==> src/hdl/u2_ctrl_macros.svh <==
/* Address map, setting-register addresses and interrupt bit positions.
   Word indices count 32-bit words from the slave base address. */

`ifndef U2_CTRL_MACROS_SVH
`define U2_CTRL_MACROS_SVH

// Slave base addresses on the bus
`define BASE_SETTINGS 16'h0000
`define BASE_PIC      16'h0400
`define BASE_READBACK 16'h0800

// Address fields
`define WB_SLV_MSB    11
`define WB_SLV_LSB    10
`define SET_ADR_MSB   9
`define WORD_LSB      2
`define PIC_WORD_MSB  3
`define RB_WORD_MSB   5

////////////////////////////////////////
// Setting-register addresses
////////////////////////////////////////
`define SR_CLK        8'd0
`define SR_SER        8'd1
`define SR_ADC        8'd2
`define SR_LED        8'd3
`define SR_PHY        8'd4
`define SR_LED_SRC    8'd8
// One-time count here, period at the next address
`define SR_SIMTIMER   8'd198

////////////////////////////////////////
// Interrupt bit positions
////////////////////////////////////////
`define IRQ_ONETIME     1
`define IRQ_PHY         4
`define IRQ_SERDES_LINK 10
`define IRQ_CLK_STATUS  11
`define IRQ_PERIODIC    12

// Readback and PIC word indices
`define RB_BOARD_CFG  4'd9
`define RB_IRQ        4'd13
`define RB_CYCLES     4'd15
`define PIC_MASK      2'd0
`define PIC_PENDING   2'd1

`endif
==> src/hdl/u2_ctrl_pkg.sv <==
/* Shared bus, settings and interrupt types for the control core.
   Slave select uses bus address bits 11..10; settings address is bits 9..2. */

package u2_ctrl_pkg;

   ////////////////////////////////////////
   // Bus types
   ////////////////////////////////////////

   // Byte address and data word of the slave port
   typedef logic [15:0] wb_adr_t;
   typedef logic [31:0] wb_dat_t;

   ////////////////////////////////////////
   // Settings bus and interrupts
   ////////////////////////////////////////

   typedef logic [7:0]  set_addr_t;
   typedef logic [31:0] set_data_t;

   // One bit per interrupt source
   typedef logic [15:0] irq_vec_t;

   // Slave chosen by the address decode
   typedef enum logic [1:0] {
      SLV_SETTINGS = 2'd0,
      SLV_PIC      = 2'd1,
      SLV_READBACK = 2'd2,
      SLV_NONE     = 2'd3
   } wb_slave_e;

endpackage

==> src/hdl/u2_ctrl_top.sv <==
/* Control core top level. Accesses to address bits 11..10 = 3 are never
   acknowledged, so the master must not issue them. */

`timescale 1ns/1ps
`include "u2_ctrl_macros.svh"

module u2_ctrl_top (
   input  logic                 dsp_clk,
   input  logic                 wb_rst,
   input  logic                 wb_stb_i,
   input  logic                 wb_we_i,
   input  u2_ctrl_pkg::wb_adr_t wb_adr_i,
   input  u2_ctrl_pkg::wb_dat_t wb_dat_i,
   output u2_ctrl_pkg::wb_dat_t wb_dat_o,
   output logic                 wb_ack_o,
   input  logic                 clk_status_i,
   input  logic                 serdes_link_up_i,
   input  logic                 phy_int_n_i,
   input  logic                 sim_mode_i,
   input  logic [3:0]           clock_divider_i,
   output logic                 clock_ready_o,
   output logic [1:0]           clk_en_o,
   output logic [1:0]           clk_sel_o,
   output logic                 ser_enable_o,
   output logic                 ser_prbsen_o,
   output logic                 ser_loopen_o,
   output logic                 ser_rx_en_o,
   output logic                 adc_oe_a_o,
   output logic                 adc_on_a_o,
   output logic                 adc_oe_b_o,
   output logic                 adc_on_b_o,
   output logic                 phy_resetn_o,
   output logic [7:0]           leds_o,
   output logic                 proc_int_o
);
   import u2_ctrl_pkg::*;

   wb_slave_e slv_sel;
   logic      set_bus_stb, pic_stb, rb_stb;
   logic      set_bus_ack, pic_ack, rb_ack;
   wb_dat_t   pic_dat, rb_dat;
   set_addr_t set_addr;
   set_data_t set_data;
   logic      set_stb;
   logic      onetime_int, periodic_int;
   irq_vec_t  irq;

   ////////////////////////////////////////
   // Address decode
   ////////////////////////////////////////
   assign slv_sel = wb_slave_e'(wb_adr_i[`WB_SLV_MSB:`WB_SLV_LSB]);

   always_comb begin
      set_bus_stb = 1'b0;
      pic_stb     = 1'b0;
      rb_stb      = 1'b0;
      case (slv_sel)
         SLV_SETTINGS: set_bus_stb = wb_stb_i;
         SLV_PIC:      pic_stb     = wb_stb_i;
         SLV_READBACK: rb_stb      = wb_stb_i;
         default: begin
            // SLV_NONE, no slave answers
         end
      endcase
   end

   // Idle slaves drive zero, so a plain OR is enough
   assign wb_ack_o = set_bus_ack | pic_ack | rb_ack;
   assign wb_dat_o = pic_dat | rb_dat;

   // Interrupt sources, PHY line is active low
   always_comb begin
      irq                   = '0;
      irq[`IRQ_ONETIME]     = onetime_int;
      irq[`IRQ_PHY]         = ~phy_int_n_i;
      irq[`IRQ_SERDES_LINK] = serdes_link_up_i;
      irq[`IRQ_CLK_STATUS]  = clk_status_i;
      irq[`IRQ_PERIODIC]    = periodic_int;
   end

   ////////////////////////////////////////
   // Slaves
   ////////////////////////////////////////
   settings_bus u_settings_bus (
      .dsp_clk(dsp_clk), .wb_rst(wb_rst),
      .stb_i(set_bus_stb), .we_i(wb_we_i), .adr_i(wb_adr_i), .dat_i(wb_dat_i),
      .ack_o(set_bus_ack),
      .set_stb_o(set_stb), .set_addr_o(set_addr), .set_data_o(set_data)
   );

   ctrl_setting_regs u_ctrl_setting_regs (
      .dsp_clk(dsp_clk), .wb_rst(wb_rst),
      .set_stb_i(set_stb), .set_addr_i(set_addr), .set_data_i(set_data),
      .clk_status_i(clk_status_i), .serdes_link_up_i(serdes_link_up_i),
      .clock_ready_o(clock_ready_o), .clk_en_o(clk_en_o), .clk_sel_o(clk_sel_o),
      .ser_enable_o(ser_enable_o), .ser_prbsen_o(ser_prbsen_o),
      .ser_loopen_o(ser_loopen_o), .ser_rx_en_o(ser_rx_en_o),
      .adc_oe_a_o(adc_oe_a_o), .adc_on_a_o(adc_on_a_o),
      .adc_oe_b_o(adc_oe_b_o), .adc_on_b_o(adc_on_b_o),
      .phy_resetn_o(phy_resetn_o), .leds_o(leds_o)
   );

   simple_timer u_simple_timer (
      .dsp_clk(dsp_clk), .wb_rst(wb_rst),
      .set_stb_i(set_stb), .set_addr_i(set_addr), .set_data_i(set_data),
      .onetime_int_o(onetime_int), .periodic_int_o(periodic_int)
   );

   pic u_pic (
      .dsp_clk(dsp_clk), .wb_rst(wb_rst),
      .stb_i(pic_stb), .we_i(wb_we_i), .adr_i(wb_adr_i), .dat_i(wb_dat_i),
      .dat_o(pic_dat), .ack_o(pic_ack), .irq_i(irq), .int_o(proc_int_o)
   );

   readback_mux u_readback_mux (
      .dsp_clk(dsp_clk), .wb_rst(wb_rst),
      .stb_i(rb_stb), .adr_i(wb_adr_i), .dat_o(rb_dat), .ack_o(rb_ack),
      .irq_i(irq), .sim_mode_i(sim_mode_i), .clock_divider_i(clock_divider_i)
   );

endmodule

==> src/hdl/readback_mux.sv <==
/* Read-only status words. Writes are acknowledged and dropped.
   The cycle counter wraps at 2^32. */

`timescale 1ns/1ps
`include "u2_ctrl_macros.svh"

module readback_mux (
   input  logic                  dsp_clk,
   input  logic                  wb_rst,
   input  logic                  stb_i,
   input  u2_ctrl_pkg::wb_adr_t  adr_i,
   output u2_ctrl_pkg::wb_dat_t  dat_o,
   output logic                  ack_o,
   input  u2_ctrl_pkg::irq_vec_t irq_i,
   input  logic                  sim_mode_i,
   input  logic [3:0]            clock_divider_i
);
   import u2_ctrl_pkg::*;

   wb_dat_t cycle_cnt;
   wb_dat_t word;

   // Free-running cycle counter
   always_ff @(posedge dsp_clk) begin
      if (wb_rst) begin
         cycle_cnt <= '0;
         ack_o     <= 1'b0;
      end else begin
         cycle_cnt <= cycle_cnt + 1'b1;
         ack_o     <= stb_i & ~ack_o;
      end
   end

   always_comb begin
      case (adr_i[`RB_WORD_MSB:`WORD_LSB])
         `RB_BOARD_CFG: word = {sim_mode_i, 27'd0, clock_divider_i};
         `RB_IRQ:       word = {16'd0, irq_i};
         `RB_CYCLES:    word = cycle_cnt;
         default:       word = '0;
      endcase
   end

   // Sampled on the first edge that sees stb
   always_ff @(posedge dsp_clk) begin
      dat_o <= (stb_i & ~ack_o) ? word : '0;
   end

endmodule

==> src/hdl/pic.sv <==
/* Interrupt controller. Sources are latched on rising edges only, so a
   level held high sets its pending bit once. */

`timescale 1ns/1ps
`include "u2_ctrl_macros.svh"

module pic (
   input  logic                  dsp_clk,
   input  logic                  wb_rst,
   input  logic                  stb_i,
   input  logic                  we_i,
   input  u2_ctrl_pkg::wb_adr_t  adr_i,
   input  u2_ctrl_pkg::wb_dat_t  dat_i,
   output u2_ctrl_pkg::wb_dat_t  dat_o,
   output logic                  ack_o,
   input  u2_ctrl_pkg::irq_vec_t irq_i,
   output logic                  int_o
);
   import u2_ctrl_pkg::*;

   irq_vec_t   irq_d, pending, mask;
   irq_vec_t   rise, clr;
   logic [1:0] word;
   logic       access;

   assign word   = adr_i[`PIC_WORD_MSB:`WORD_LSB];
   assign access = stb_i & ~ack_o;
   assign rise   = irq_i & ~irq_d;
   assign clr    = (access && we_i && word == `PIC_PENDING) ? dat_i[15:0] : '0;

   always_ff @(posedge dsp_clk) begin
      if (wb_rst) begin
         ack_o   <= 1'b0;
         irq_d   <= '0;
         pending <= '0;
         mask    <= '0;
         int_o   <= 1'b0;
      end else begin
         ack_o   <= access;
         irq_d   <= irq_i;
         // New edges win over a clear in the same cycle
         pending <= (pending & ~clr) | rise;
         if (access && we_i && word == `PIC_MASK)
            mask <= dat_i[15:0];
         int_o   <= |(pending & mask);
      end
   end

   // Read data only in the ack cycle
   always_ff @(posedge dsp_clk) begin
      if (access && !we_i && word == `PIC_MASK)
         dat_o <= {16'd0, mask};
      else if (access && !we_i && word == `PIC_PENDING)
         dat_o <= {16'd0, pending};
      else
         dat_o <= '0;
   end

endmodule

==> src/hdl/simple_timer.sv <==
/* One-time and periodic interrupt pulses, counted in dsp_clk cycles.
   Writing 0 to either register stops that timer. */

`timescale 1ns/1ps
`include "u2_ctrl_macros.svh"

module simple_timer (
   input  logic                   dsp_clk,
   input  logic                   wb_rst,
   input  logic                   set_stb_i,
   input  u2_ctrl_pkg::set_addr_t set_addr_i,
   input  u2_ctrl_pkg::set_data_t set_data_i,
   output logic                   onetime_int_o,
   output logic                   periodic_int_o
);
   import u2_ctrl_pkg::*;

   set_data_t onetime_cnt;
   set_data_t period;
   set_data_t period_cnt;

   ////////////////////////////////////////
   // One-time delay, counts down to 1 and stops
   ////////////////////////////////////////
   always_ff @(posedge dsp_clk) begin
      if (wb_rst)
         onetime_cnt <= '0;
      else if (set_stb_i && set_addr_i == `SR_SIMTIMER)
         onetime_cnt <= set_data_i;
      else if (onetime_cnt != '0)
         onetime_cnt <= onetime_cnt - 1'b1;
   end

   assign onetime_int_o = (onetime_cnt == 32'd1);

   ////////////////////////////////////////
   // Periodic, reloads the period on the pulse
   ////////////////////////////////////////
   always_ff @(posedge dsp_clk) begin
      if (wb_rst) begin
         period     <= '0;
         period_cnt <= '0;
      end else if (set_stb_i && set_addr_i == `SR_SIMTIMER + 8'd1) begin
         period     <= set_data_i;
         period_cnt <= set_data_i;
      end else if (period_cnt == 32'd1) begin
         period_cnt <= period;
      end else if (period_cnt != '0) begin
         period_cnt <= period_cnt - 1'b1;
      end
   end

   assign periodic_int_o = (period_cnt == 32'd1);

endmodule

==> src/hdl/ctrl_setting_regs.sv <==
/* Board control registers on the settings bus. LED bits set in SR_LED_SRC
   follow hardware status; only bits 1..0 carry a hardware value. */

`timescale 1ns/1ps
`include "u2_ctrl_macros.svh"

module ctrl_setting_regs (
   input  logic                   dsp_clk,
   input  logic                   wb_rst,
   input  logic                   set_stb_i,
   input  u2_ctrl_pkg::set_addr_t set_addr_i,
   input  u2_ctrl_pkg::set_data_t set_data_i,
   input  logic                   clk_status_i,
   input  logic                   serdes_link_up_i,
   output logic                   clock_ready_o,
   output logic [1:0]             clk_en_o,
   output logic [1:0]             clk_sel_o,
   output logic                   ser_enable_o,
   output logic                   ser_prbsen_o,
   output logic                   ser_loopen_o,
   output logic                   ser_rx_en_o,
   output logic                   adc_oe_a_o,
   output logic                   adc_on_a_o,
   output logic                   adc_oe_b_o,
   output logic                   adc_on_b_o,
   output logic                   phy_resetn_o,
   output logic [7:0]             leds_o
);

   logic [4:0] clk_reg;
   logic [3:0] ser_reg;
   logic [3:0] adc_reg;
   logic       phy_reset;
   logic [7:0] led_sw, led_src;
   logic [7:0] led_hw;

   always_ff @(posedge dsp_clk) begin
      if (wb_rst) begin
         clk_reg   <= '0;
         ser_reg   <= '0;
         adc_reg   <= '0;
         phy_reset <= 1'b0;
         led_sw    <= '0;
         led_src   <= '0;
      end else if (set_stb_i) begin
         case (set_addr_i)
            `SR_CLK:     clk_reg   <= set_data_i[4:0];
            `SR_SER:     ser_reg   <= set_data_i[3:0];
            `SR_ADC:     adc_reg   <= set_data_i[3:0];
            `SR_PHY:     phy_reset <= set_data_i[0];
            `SR_LED:     led_sw    <= set_data_i[7:0];
            `SR_LED_SRC: led_src   <= set_data_i[7:0];
            default: begin
               // Other addresses belong to other blocks
            end
         endcase
      end
   end

   ////////////////////////////////////////
   // Output mapping
   ////////////////////////////////////////
   assign {clock_ready_o, clk_en_o, clk_sel_o} = clk_reg;
   assign {ser_enable_o, ser_prbsen_o, ser_loopen_o, ser_rx_en_o} = ser_reg;
   assign {adc_oe_a_o, adc_on_a_o, adc_oe_b_o, adc_on_b_o} = adc_reg;
   assign phy_resetn_o = ~phy_reset;

   // Per bit: 1 picks hardware, 0 picks software
   assign led_hw = {6'd0, clk_status_i, serdes_link_up_i};
   assign leds_o = (led_src & led_hw) | (~led_src & led_sw);

endmodule

==> src/hdl/settings_bus.sv <==
/* Bus writes become one-cycle settings strobes. Reads are acknowledged
   with no data. The master must hold stb until it sees ack. */

`timescale 1ns/1ps
`include "u2_ctrl_macros.svh"

module settings_bus (
   input  logic                   dsp_clk,
   input  logic                   wb_rst,
   input  logic                   stb_i,
   input  logic                   we_i,
   input  u2_ctrl_pkg::wb_adr_t   adr_i,
   input  u2_ctrl_pkg::wb_dat_t   dat_i,
   output logic                   ack_o,
   output logic                   set_stb_o,
   output u2_ctrl_pkg::set_addr_t set_addr_o,
   output u2_ctrl_pkg::set_data_t set_data_o
);

   // Ack for one cycle, strobe alongside it on writes
   always_ff @(posedge dsp_clk) begin
      if (wb_rst) begin
         ack_o     <= 1'b0;
         set_stb_o <= 1'b0;
      end else begin
         ack_o     <= stb_i & ~ack_o;
         set_stb_o <= stb_i & we_i & ~ack_o;
      end
   end

   // Word address, byte lanes dropped
   always_ff @(posedge dsp_clk) begin
      if (stb_i & ~ack_o) begin
         set_addr_o <= adr_i[`SET_ADR_MSB:`WORD_LSB];
         set_data_o <= dat_i;
      end
   end

endmodule

==> config.mk <==
export PLATFORM = sky130hd
export DESIGN_NAME = u2_ctrl_top
export DESIGN_NICKNAME = d
export VERILOG_FILES = /design/src/hdl/u2_ctrl_pkg.sv /design/src/hdl/u2_ctrl_top.sv /design/src/hdl/readback_mux.sv /design/src/hdl/pic.sv /design/src/hdl/simple_timer.sv /design/src/hdl/ctrl_setting_regs.sv /design/src/hdl/settings_bus.sv
export VERILOG_INCLUDE_DIRS = /design/src /design/src/hdl
export SDC_FILE = /design/constraint.sdc
export NUM_CORES = 1
export LEC_CHECK = 0
export ABC_AREA = 1
export BUFFER_PORTS_ARGS = -buffer_cell sky130_fd_sc_hd__buf_2
export CAP_MARGIN = 20
export CELL_PAD_IN_SITES_DETAIL_PLACEMENT = 1
export CELL_PAD_IN_SITES_GLOBAL_PLACEMENT = 1
export CORE_UTILIZATION = 44
export CTS_CLUSTER_DIAMETER = 150
export CTS_CLUSTER_SIZE = 20
export DETAILED_ROUTE_END_ITERATION = 8
export PLACE_DENSITY = 0.84
export SKIP_LAST_GASP = 1
export SLEW_MARGIN = 15
export SYNTH_ARGS = -nofsm -noshare
export SYNTH_HDL_FRONTEND = slang
export SYNTH_SLANG_ARGS = --single-unit
==> constraint.sdc <==
create_clock -name dsp_clk -period 3.4 [get_ports dsp_clk]
set_clock_uncertainty 0.2 [all_clocks]
set_input_delay 0.34 -clock dsp_clk [delete_from_list [all_inputs] [get_ports dsp_clk]]
set_output_delay 0.34 -clock dsp_clk [all_outputs]
set_load 0.005 [all_outputs]
==> impl_metrics.env, run 1 <==
export IMPL_crit_buf_inv=3
export IMPL_ant_nets=0
export IMPL_diodes=0
export IMPL_wl_per_cell_um=18.8
export IMPL_route_detailed_drc=0
export IMPL_synth_simple_area_share=0.311
export IMPL_root_buffer="clkbuf_16"
export IMPL_fill_cells=3772
export IMPL_synth_compound_area_share=0.117
export IMPL_cp_top_family="simple AND/OR/NAND/NOR gates"
export IMPL_multi_input_area_um2=5940
export IMPL_finalMaxSlewViolations=0
export IMPL_max_freq_ghz=0.409
export IMPL_first_pass_iters=8
export IMPL_hold_buffers=52
export IMPL_avgViaCountPerCell=5.45
export IMPL_period_minus_slack_ns=2.45
export IMPL_outcome="finished clean"
export IMPL_synthTopCellsByArea="dfxtp_1, nand2_1, edfxtp_1"
export IMPL_ys_ff_latch=288
export IMPL_dieArea_um2=30800
export IMPL_die_h_um=176
export IMPL_async_reset_ff_frac=0
export IMPL_rsz0062_at_grt="no"
export IMPL_powerDensity_nw_per_um2=738
export IMPL_std_cell_rows=63
export IMPL_relSlewSlack=0.420
export IMPL_crit_type="reg2reg"
export IMPL_clock_sinks=288
export IMPL_synth_edf_count=40
export IMPL_drt_iter0_markers=750
export IMPL_regArea_um2=6170
export IMPL_io_pins=116
export IMPL_post_place_ws_ns=0.976
export IMPL_grt_max_degree=67
export IMPL_synth_top_family_by_area="simple AND/OR/NAND/NOR gates"
export IMPL_p_leak_uw=0.00614
export IMPL_drv_cap=0
export IMPL_routed_wl_um=43200
export IMPL_ys_seq_area_frac=0.465
export IMPL_cts_setup_buffers=0
export IMPL_tightest_slew_ns=0.870
export IMPL_globalplace_congestion=0.883
export IMPL_ir_worst_vdd_v=0.000439
export IMPL_cpMaxStageDelayCell="edfxtp_1"
export IMPL_synth_ff_type="dfxtp_1"
export IMPL_yosysWarnings=0
export IMPL_synthDominantCellAreaShare=0.375
export IMPL_synth_xor_area_share=0.0139
export IMPL_arrival_ns=2.62
export IMPL_syn_inst=1769
export IMPL_setup_viol=0
export IMPL_clkTransAtPathRegs_ns=0.08
export IMPL_min_path_type="in2reg"
export IMPL_synth_top_area_cell="dfxtp_1"
export IMPL_grt_pass1_vias=13000
export IMPL_crit_path_cell_trace="inv_1, nor3_1, nand2_1, buf_4, nand2_1, nor2_2, buf_4, nor2_1, o21ai_1, nor2_1"
export IMPL_initial_core_util=0.447
export IMPL_port_buffers=109
export IMPL_cts_max_path_buffers=3
export IMPL_dp_hpwl_um=30200
export IMPL_cpPeakStageDelay_ns=0.45
export IMPL_fin_ws_ns=0.952
export IMPL_endpoint_kind="flop"
export IMPL_hold_viol_final=0
export IMPL_grt_overflow=0
export IMPL_synthesis_nets=1835
export IMPL_start_kind="flop"
export IMPL_p_total_uw=11100
export IMPL_clk_latency_ns=0.54
export IMPL_required_ns=3.57
export IMPL_drive_gt1_frac=0.142
export IMPL_cts_tree="built"
export IMPL_grt_pass1_wl_um=68500
export IMPL_fin_tns_setup_ns=0
export IMPL_nNetsFinal=1960
export IMPL_avgSynthCellArea_um2=7.49
export IMPL_yosys_top_cells_count="nand2_1, nor2_1, dfxtp_1"
export IMPL_yosysMostFrequentCell="nand2_1"
export IMPL_die_x_um=176
export IMPL_vias=12500
export IMPL_synth_fa_ha_area_frac=0.00567
export IMPL_antenna_found_initial=1
export IMPL_synthMuxAreaShare=0
export IMPL_cts_repair_resized=0
export IMPL_critPathMaxFanout=14
export IMPL_globalRouteTotalUtil=0.280
export IMPL_period_share=0.720
export IMPL_syn_to_final_growth_pct=13.5
export IMPL_h_tree_depth=1
export IMPL_yosysUniqueCellTypes=46
export IMPL_cts_buffers=18
export IMPL_synth_cell_area_um2=13200
export IMPL_core_um2=29600
-- kinds of logic (layout without fill, tap and decap cells) --
kind of cell | Yosys count | count (layout)
AND/OR/NAND/NOR | 910 | 910
flip-flops | 288 | 288
AO/OA/AOI/OAI | 275 | 275
buffers and inverters | 269 | 402
XOR/XNOR | 21 | 21
adder cells (fa/ha/maj) | 6 | 6
-- layout make-up --
cell class,instances,area share
clock buffer,26,0.0320
clock inverter,2,0.00308
inverter,201,0.0503
multi-input combinational,1212,0.395
sequential,288,0.410
tap,390,0.0325
timing repair buffer,173,0.0771
-- worst paths after layout --
path                                                        startpoint                                     endpoint  cells past startpoint  slack, ns
worst max register to register  u_settings_bus.set_addr_o[1]$_DFFE_PP_  u_simple_timer.onetime_cnt[24]$_SDFFE_PP0P_                     10       0.95
worst max-delay path            u_settings_bus.set_addr_o[1]$_DFFE_PP_  u_simple_timer.onetime_cnt[24]$_SDFFE_PP0P_                     10       0.95
worst min-delay path                                      wb_adr_i[11]          u_settings_bus.set_stb_o$_SDFF_PP0_                      4       0.07
worst min register to register               u_pic.irq_d[1]$_SDFF_PP0_                  u_pic.pending[1]$_SDFF_PP0_                      1       0.24
-- tightest hold or removal path, stage by stage --
cell	delay [ns]
buf_2	0.09
inv_1	0.05
nand3_1	0.16
nor4_1	0.10
-- layer usage --
metal / share of wire / global-route usage
met5: 0 / 0
met4: 0.030 / 0.0884
met3: 0.040 / 0.0290
met2: 0.49 / 0.492
met1: 0.44 / 0.359
-- cells in the final DEF (no fill, tap or decap), types with 9 or more instances in the layout --
cell type      Yosys  routed
nand2_1          363     363
nor2_1           258     257
dfxtp_1          248     248
inv_1            186     185
a21oi_1          121     121
nand3_1          118     118
buf_2             12     108
o21ai_0           78      78
dlygate4sd3_1      0      52
nor3_1            43      43
edfxtp_1          40      40
nor2_2            29      29
a21oi_2           29      29
or2_2             22      22
nand4_1           21      21
o22ai_1           19      19
clkbuf_16          0      18
inv_2             12      13
xnor2_1           13      13
buf_4             19      13
o21ai_1            9       9
-- stage by stage --
step	instances	util	instance area, um^2	hold WS, ns
after global placement	2212	0.472	14000	0.208
after global routing	2292	0.507	15000	0.0667
after detailed placement	2212	0.472	14000	0.208
after floorplan	1769	-	13200	0.195
final	2292	0.507	15000	0.0707
after CTS	2292	0.507	15000	0.0246
-- report_power, final --
| group | total [uW] | switching, uW | leakage [uW] | internal, uW |
|---|---|---|---|---|
| Combinational | 4760 | 3170 | 0.00352 | 1590 |
| Sequential | 4110 | 338 | 0.00237 | 3780 |
| Clock | 2230 | 1220 | 0.000250 | 1010 |
| Total | 11100 | 4720 | 0.00614 | 6380 |
Note: power is estimated with default switching activity, not from simulation.
==> inputs of run 2 (changes only) <==
--- a/config.mk
+++ b/config.mk
@@ -6,16 +6,16 @@
 export SDC_FILE = /design/constraint.sdc
 export NUM_CORES = 1
 export LEC_CHECK = 0
-export ABC_AREA = 1
+export ABC_AREA = 0
 export BUFFER_PORTS_ARGS = -buffer_cell sky130_fd_sc_hd__buf_2
 export CAP_MARGIN = 20
 export CELL_PAD_IN_SITES_DETAIL_PLACEMENT = 1
 export CELL_PAD_IN_SITES_GLOBAL_PLACEMENT = 1
-export CORE_UTILIZATION = 44
+export CORE_UTILIZATION = 41
 export CTS_CLUSTER_DIAMETER = 150
 export CTS_CLUSTER_SIZE = 20
 export DETAILED_ROUTE_END_ITERATION = 8
-export PLACE_DENSITY = 0.84
+export PLACE_DENSITY = 0.79
 export SKIP_LAST_GASP = 1
 export SLEW_MARGIN = 15
 export SYNTH_ARGS = -nofsm -noshare
==> constraint.sdc (replaced) <==
create_clock -name dsp_clk -period 2.15 [get_ports dsp_clk]
set_clock_uncertainty 0.2 [all_clocks]
set_input_delay 0.215 -clock dsp_clk [delete_from_list [all_inputs] [get_ports dsp_clk]]
set_output_delay 0.215 -clock dsp_clk [all_outputs]
set_load 0.005 [all_outputs]
==> run 2 against run 1 <==
- the flow now finishes with violations (setup timing)
- combinational power grew 120%
- global-route usage decreased by 0.81 points
- die area fell by 3.0%
- power up 90%
- critical path type unchanged
==> impl_metrics.env, run 2 <==
export IMPL_synth_ff_type="dfxtp_1"
export IMPL_synth_cell_area_um2=12000
export IMPL_ant_nets=0
export IMPL_vias=12000
export IMPL_startpoint="u_simple_timer.period_cnt[20]$_SDFFE_PP0P_"
export IMPL_rsz0062_at_grt="yes"
export IMPL_first_pass_iters=5
export IMPL_tightest_slew_ns=0.985
export IMPL_layout_commonest_cell="dfxtp_1"
export IMPL_p_leak_uw=0.00666
export IMPL_root_buffer="clkbuf_16"
export IMPL_crit_type="reg2reg"
export IMPL_grt_overflow=0
export IMPL_avgSynthCellArea_um2=9.48
export IMPL_required_ns=2.34
export IMPL_cts_buffers=18
export IMPL_port_buffers=109
export IMPL_clk_latency_ns=0.52
export IMPL_syn_inst=1262
export IMPL_utilization=0.584
export IMPL_period_minus_slack_ns=2.72
export IMPL_power_switching_uw=8520
export IMPL_clkTransAtPathRegs_ns=0.10
export IMPL_h_tree_depth=1
export IMPL_antenna_found_initial=0
export IMPL_dp_hpwl_um=25800
export IMPL_initial_core_util=0.417
export IMPL_async_reset_ff_frac=0
export IMPL_p_clk_frac=0.173
export IMPL_endpoint_kind="flop"
export IMPL_clock_sinks=288
export IMPL_die_x_um=173
export IMPL_fin_tns_setup_ns=-27.16
export IMPL_p_total_uw=21100
export IMPL_drt_iter0_markers=972
export IMPL_diodes=0
export IMPL_drive_gt1_frac=0.362
export IMPL_grt_pass1_vias=11700
export IMPL_dieArea_um2=29900
export IMPL_yosys_top_cells_count="dfxtp_1, nor2_1, nand2_1"
export IMPL_arrival_ns=2.91
export IMPL_rr_startpoint="u_simple_timer.period_cnt[20]$_SDFFE_PP0P_"
export IMPL_wl_per_cell_um=27.7
export IMPL_period_share=1.27
export IMPL_grt_pass1_wl_um=64800
export IMPL_synthDominantCellAreaShare=0.415
export IMPL_yosysWarnings=0
export IMPL_regArea_um2=6200
export IMPL_fill_cells=3106
export IMPL_globalRouteTotalUtil=0.272
export IMPL_finalMaxSlewViolations=0
export IMPL_setup_viol=131
export IMPL_layout_common_cells="dfxtp_1, buf_4, nor2_1"
export IMPL_synth_edf_count=40
export IMPL_synth_top_area_cell="dfxtp_1"
export IMPL_syn_to_final_growth_pct=40.2
export IMPL_critPathMaxFanout=6
export IMPL_p_int_uw=12600
export IMPL_synthesis_nets=1328
export IMPL_combPwrFrac=0.509
export IMPL_routed_wl_um=54400
export IMPL_min_path_type="in2reg"
export IMPL_ys_ff_latch=288
export IMPL_start_kind="flop"
export IMPL_drv_cap=0
export IMPL_hp_start="wb_adr_i[2]"
export IMPL_seq_power_share=0.318
export IMPL_powerDensity_nw_per_um2=1260
export IMPL_synthTopCellsByArea="dfxtp_1, edfxtp_1, mux2i_1"
export IMPL_avgViaCountPerCell=6.10
export IMPL_hold_viol_final=0
export IMPL_globalplace_congestion=0.827
export IMPL_ys_seq_area_frac=0.515
export IMPL_core_um2=28700
export IMPL_failed_checks="setup timing"
export IMPL_swShare=0.404
export IMPL_cts_max_path_buffers=3
export IMPL_fin_ws_ns=-0.571
export IMPL_io_pins=116
export IMPL_die_h_um=173
export IMPL_yosysUniqueCellTypes=70
export IMPL_instances_no_fill=1966
export IMPL_cts_tree="built"
export IMPL_route_detailed_drc=0
export IMPL_ir_worst_vdd_v=0.000725
export IMPL_multi_input_area_um2=6470
export IMPL_yosysMostFrequentCell="dfxtp_1"
export IMPL_nNetsFinal=1638
export IMPL_grt_max_degree=91
export IMPL_max_freq_ghz=0.368
export IMPL_outcome="finished with violations"
export IMPL_relSlewSlack=0.338
export IMPL_std_cell_rows=62
export IMPL_dp_cells=1815
-- run 2: worst paths after layout --
| check | slack (ns) | to | cells after the start |
|---|---|---|---|
| max | -0.57 | u_simple_timer.period_cnt[31]$_SDFFE_PP0P_ | 7 |
| min | 0.08 | u_settings_bus.set_addr_o[0]$_DFFE_PP_ | 2 |
| min reg2reg | 0.27 | u_simple_timer.period[27]$_SDFFE_PP0P_ | 2 |
| max reg2reg | -0.57 | u_simple_timer.period_cnt[31]$_SDFFE_PP0P_ | 7 |
-- run 2: metrics by stage --
step                      worst slack, ns  hold WS (ns)  instance area (um^2)
after floorplan                  -0.00378        0.0874                 12000
after global placement             -0.148         0.194                 13800
after detailed placement           -0.217         0.194                 13800
after CTS                          -0.168        0.0648                 15500
after global routing               -0.819        0.0855                 16800
final                              -0.571        0.0842                 16800
-- run 2: what timing repair did --
| item | CTS | global route |
|---|---|---|
| setup buffers | 27 | 39 |
| endpoints found under the setup margin | 103 | 167 |
| pin swaps | 54 | 80 |
| hold endpoints to repair | 101 | 0 |
| hold buffers | 54 | 0 |
| resized for setup | 96 | 212 |
| cloned | 2 | 9 |
-- run 2: power by group through the flow --
| stage | Combinational [uW] | Sequential [uW] | Clock [uW] |
|---|---|---|---|
| 2_1_floorplan | 3990 | 6580 | 0 |
| 3_3_place_gp | 6880 | 6520 | 0 |
| 3_5_place_dp | 7100 | 6570 | 0 |
| 4_1_cts | 8140 | 6510 | 3560 |
| 5_1_grt | 11100 | 6700 | 3800 |
| 6_report | 10700 | 6700 | 3640 |
-- run 2: cell type report --
cell class,count,area share
clock buffers,29,0.0306
clock inverters,1,0.000970
inverters,8,0.00179
multi-input cells,889,0.386
flip-flops and latches,288,0.370
well taps,384,0.0286
repair buffers,367,0.182
-- run 2: cell families after synthesis --
logic type / Yosys count / share of synthesized area
buf+inv: 86 / 0.0349
xor+xnor: 70 / 0.0512
mux: 64 / 0.0539
simple gates: 547 / 0.232
compound gates: 201 / 0.106
fa+ha+maj: 6 / 0.00627
flops: 288 / 0.515
-- run 2: worst max-delay path, cell delays in order (launching register included) --
cell and delay (ns):
dfxtp_4 0.38, nor4_4 0.30, nand3b_1 0.20, or4_4 0.65, nor2_8 0.24, buf_4 0.18, a211oi_1 0.06, o31ai_1 0.36
-- run 2: routing by layer --
metal  wire length [um]  vias to the layer above  GRT usage
met4               4120                        0      0.109
li1                   -                     4998          -
met2              26600                      731      0.499
met5                  0                        -          0
met3               3880                      295     0.0284
met1              19900                     5968      0.323
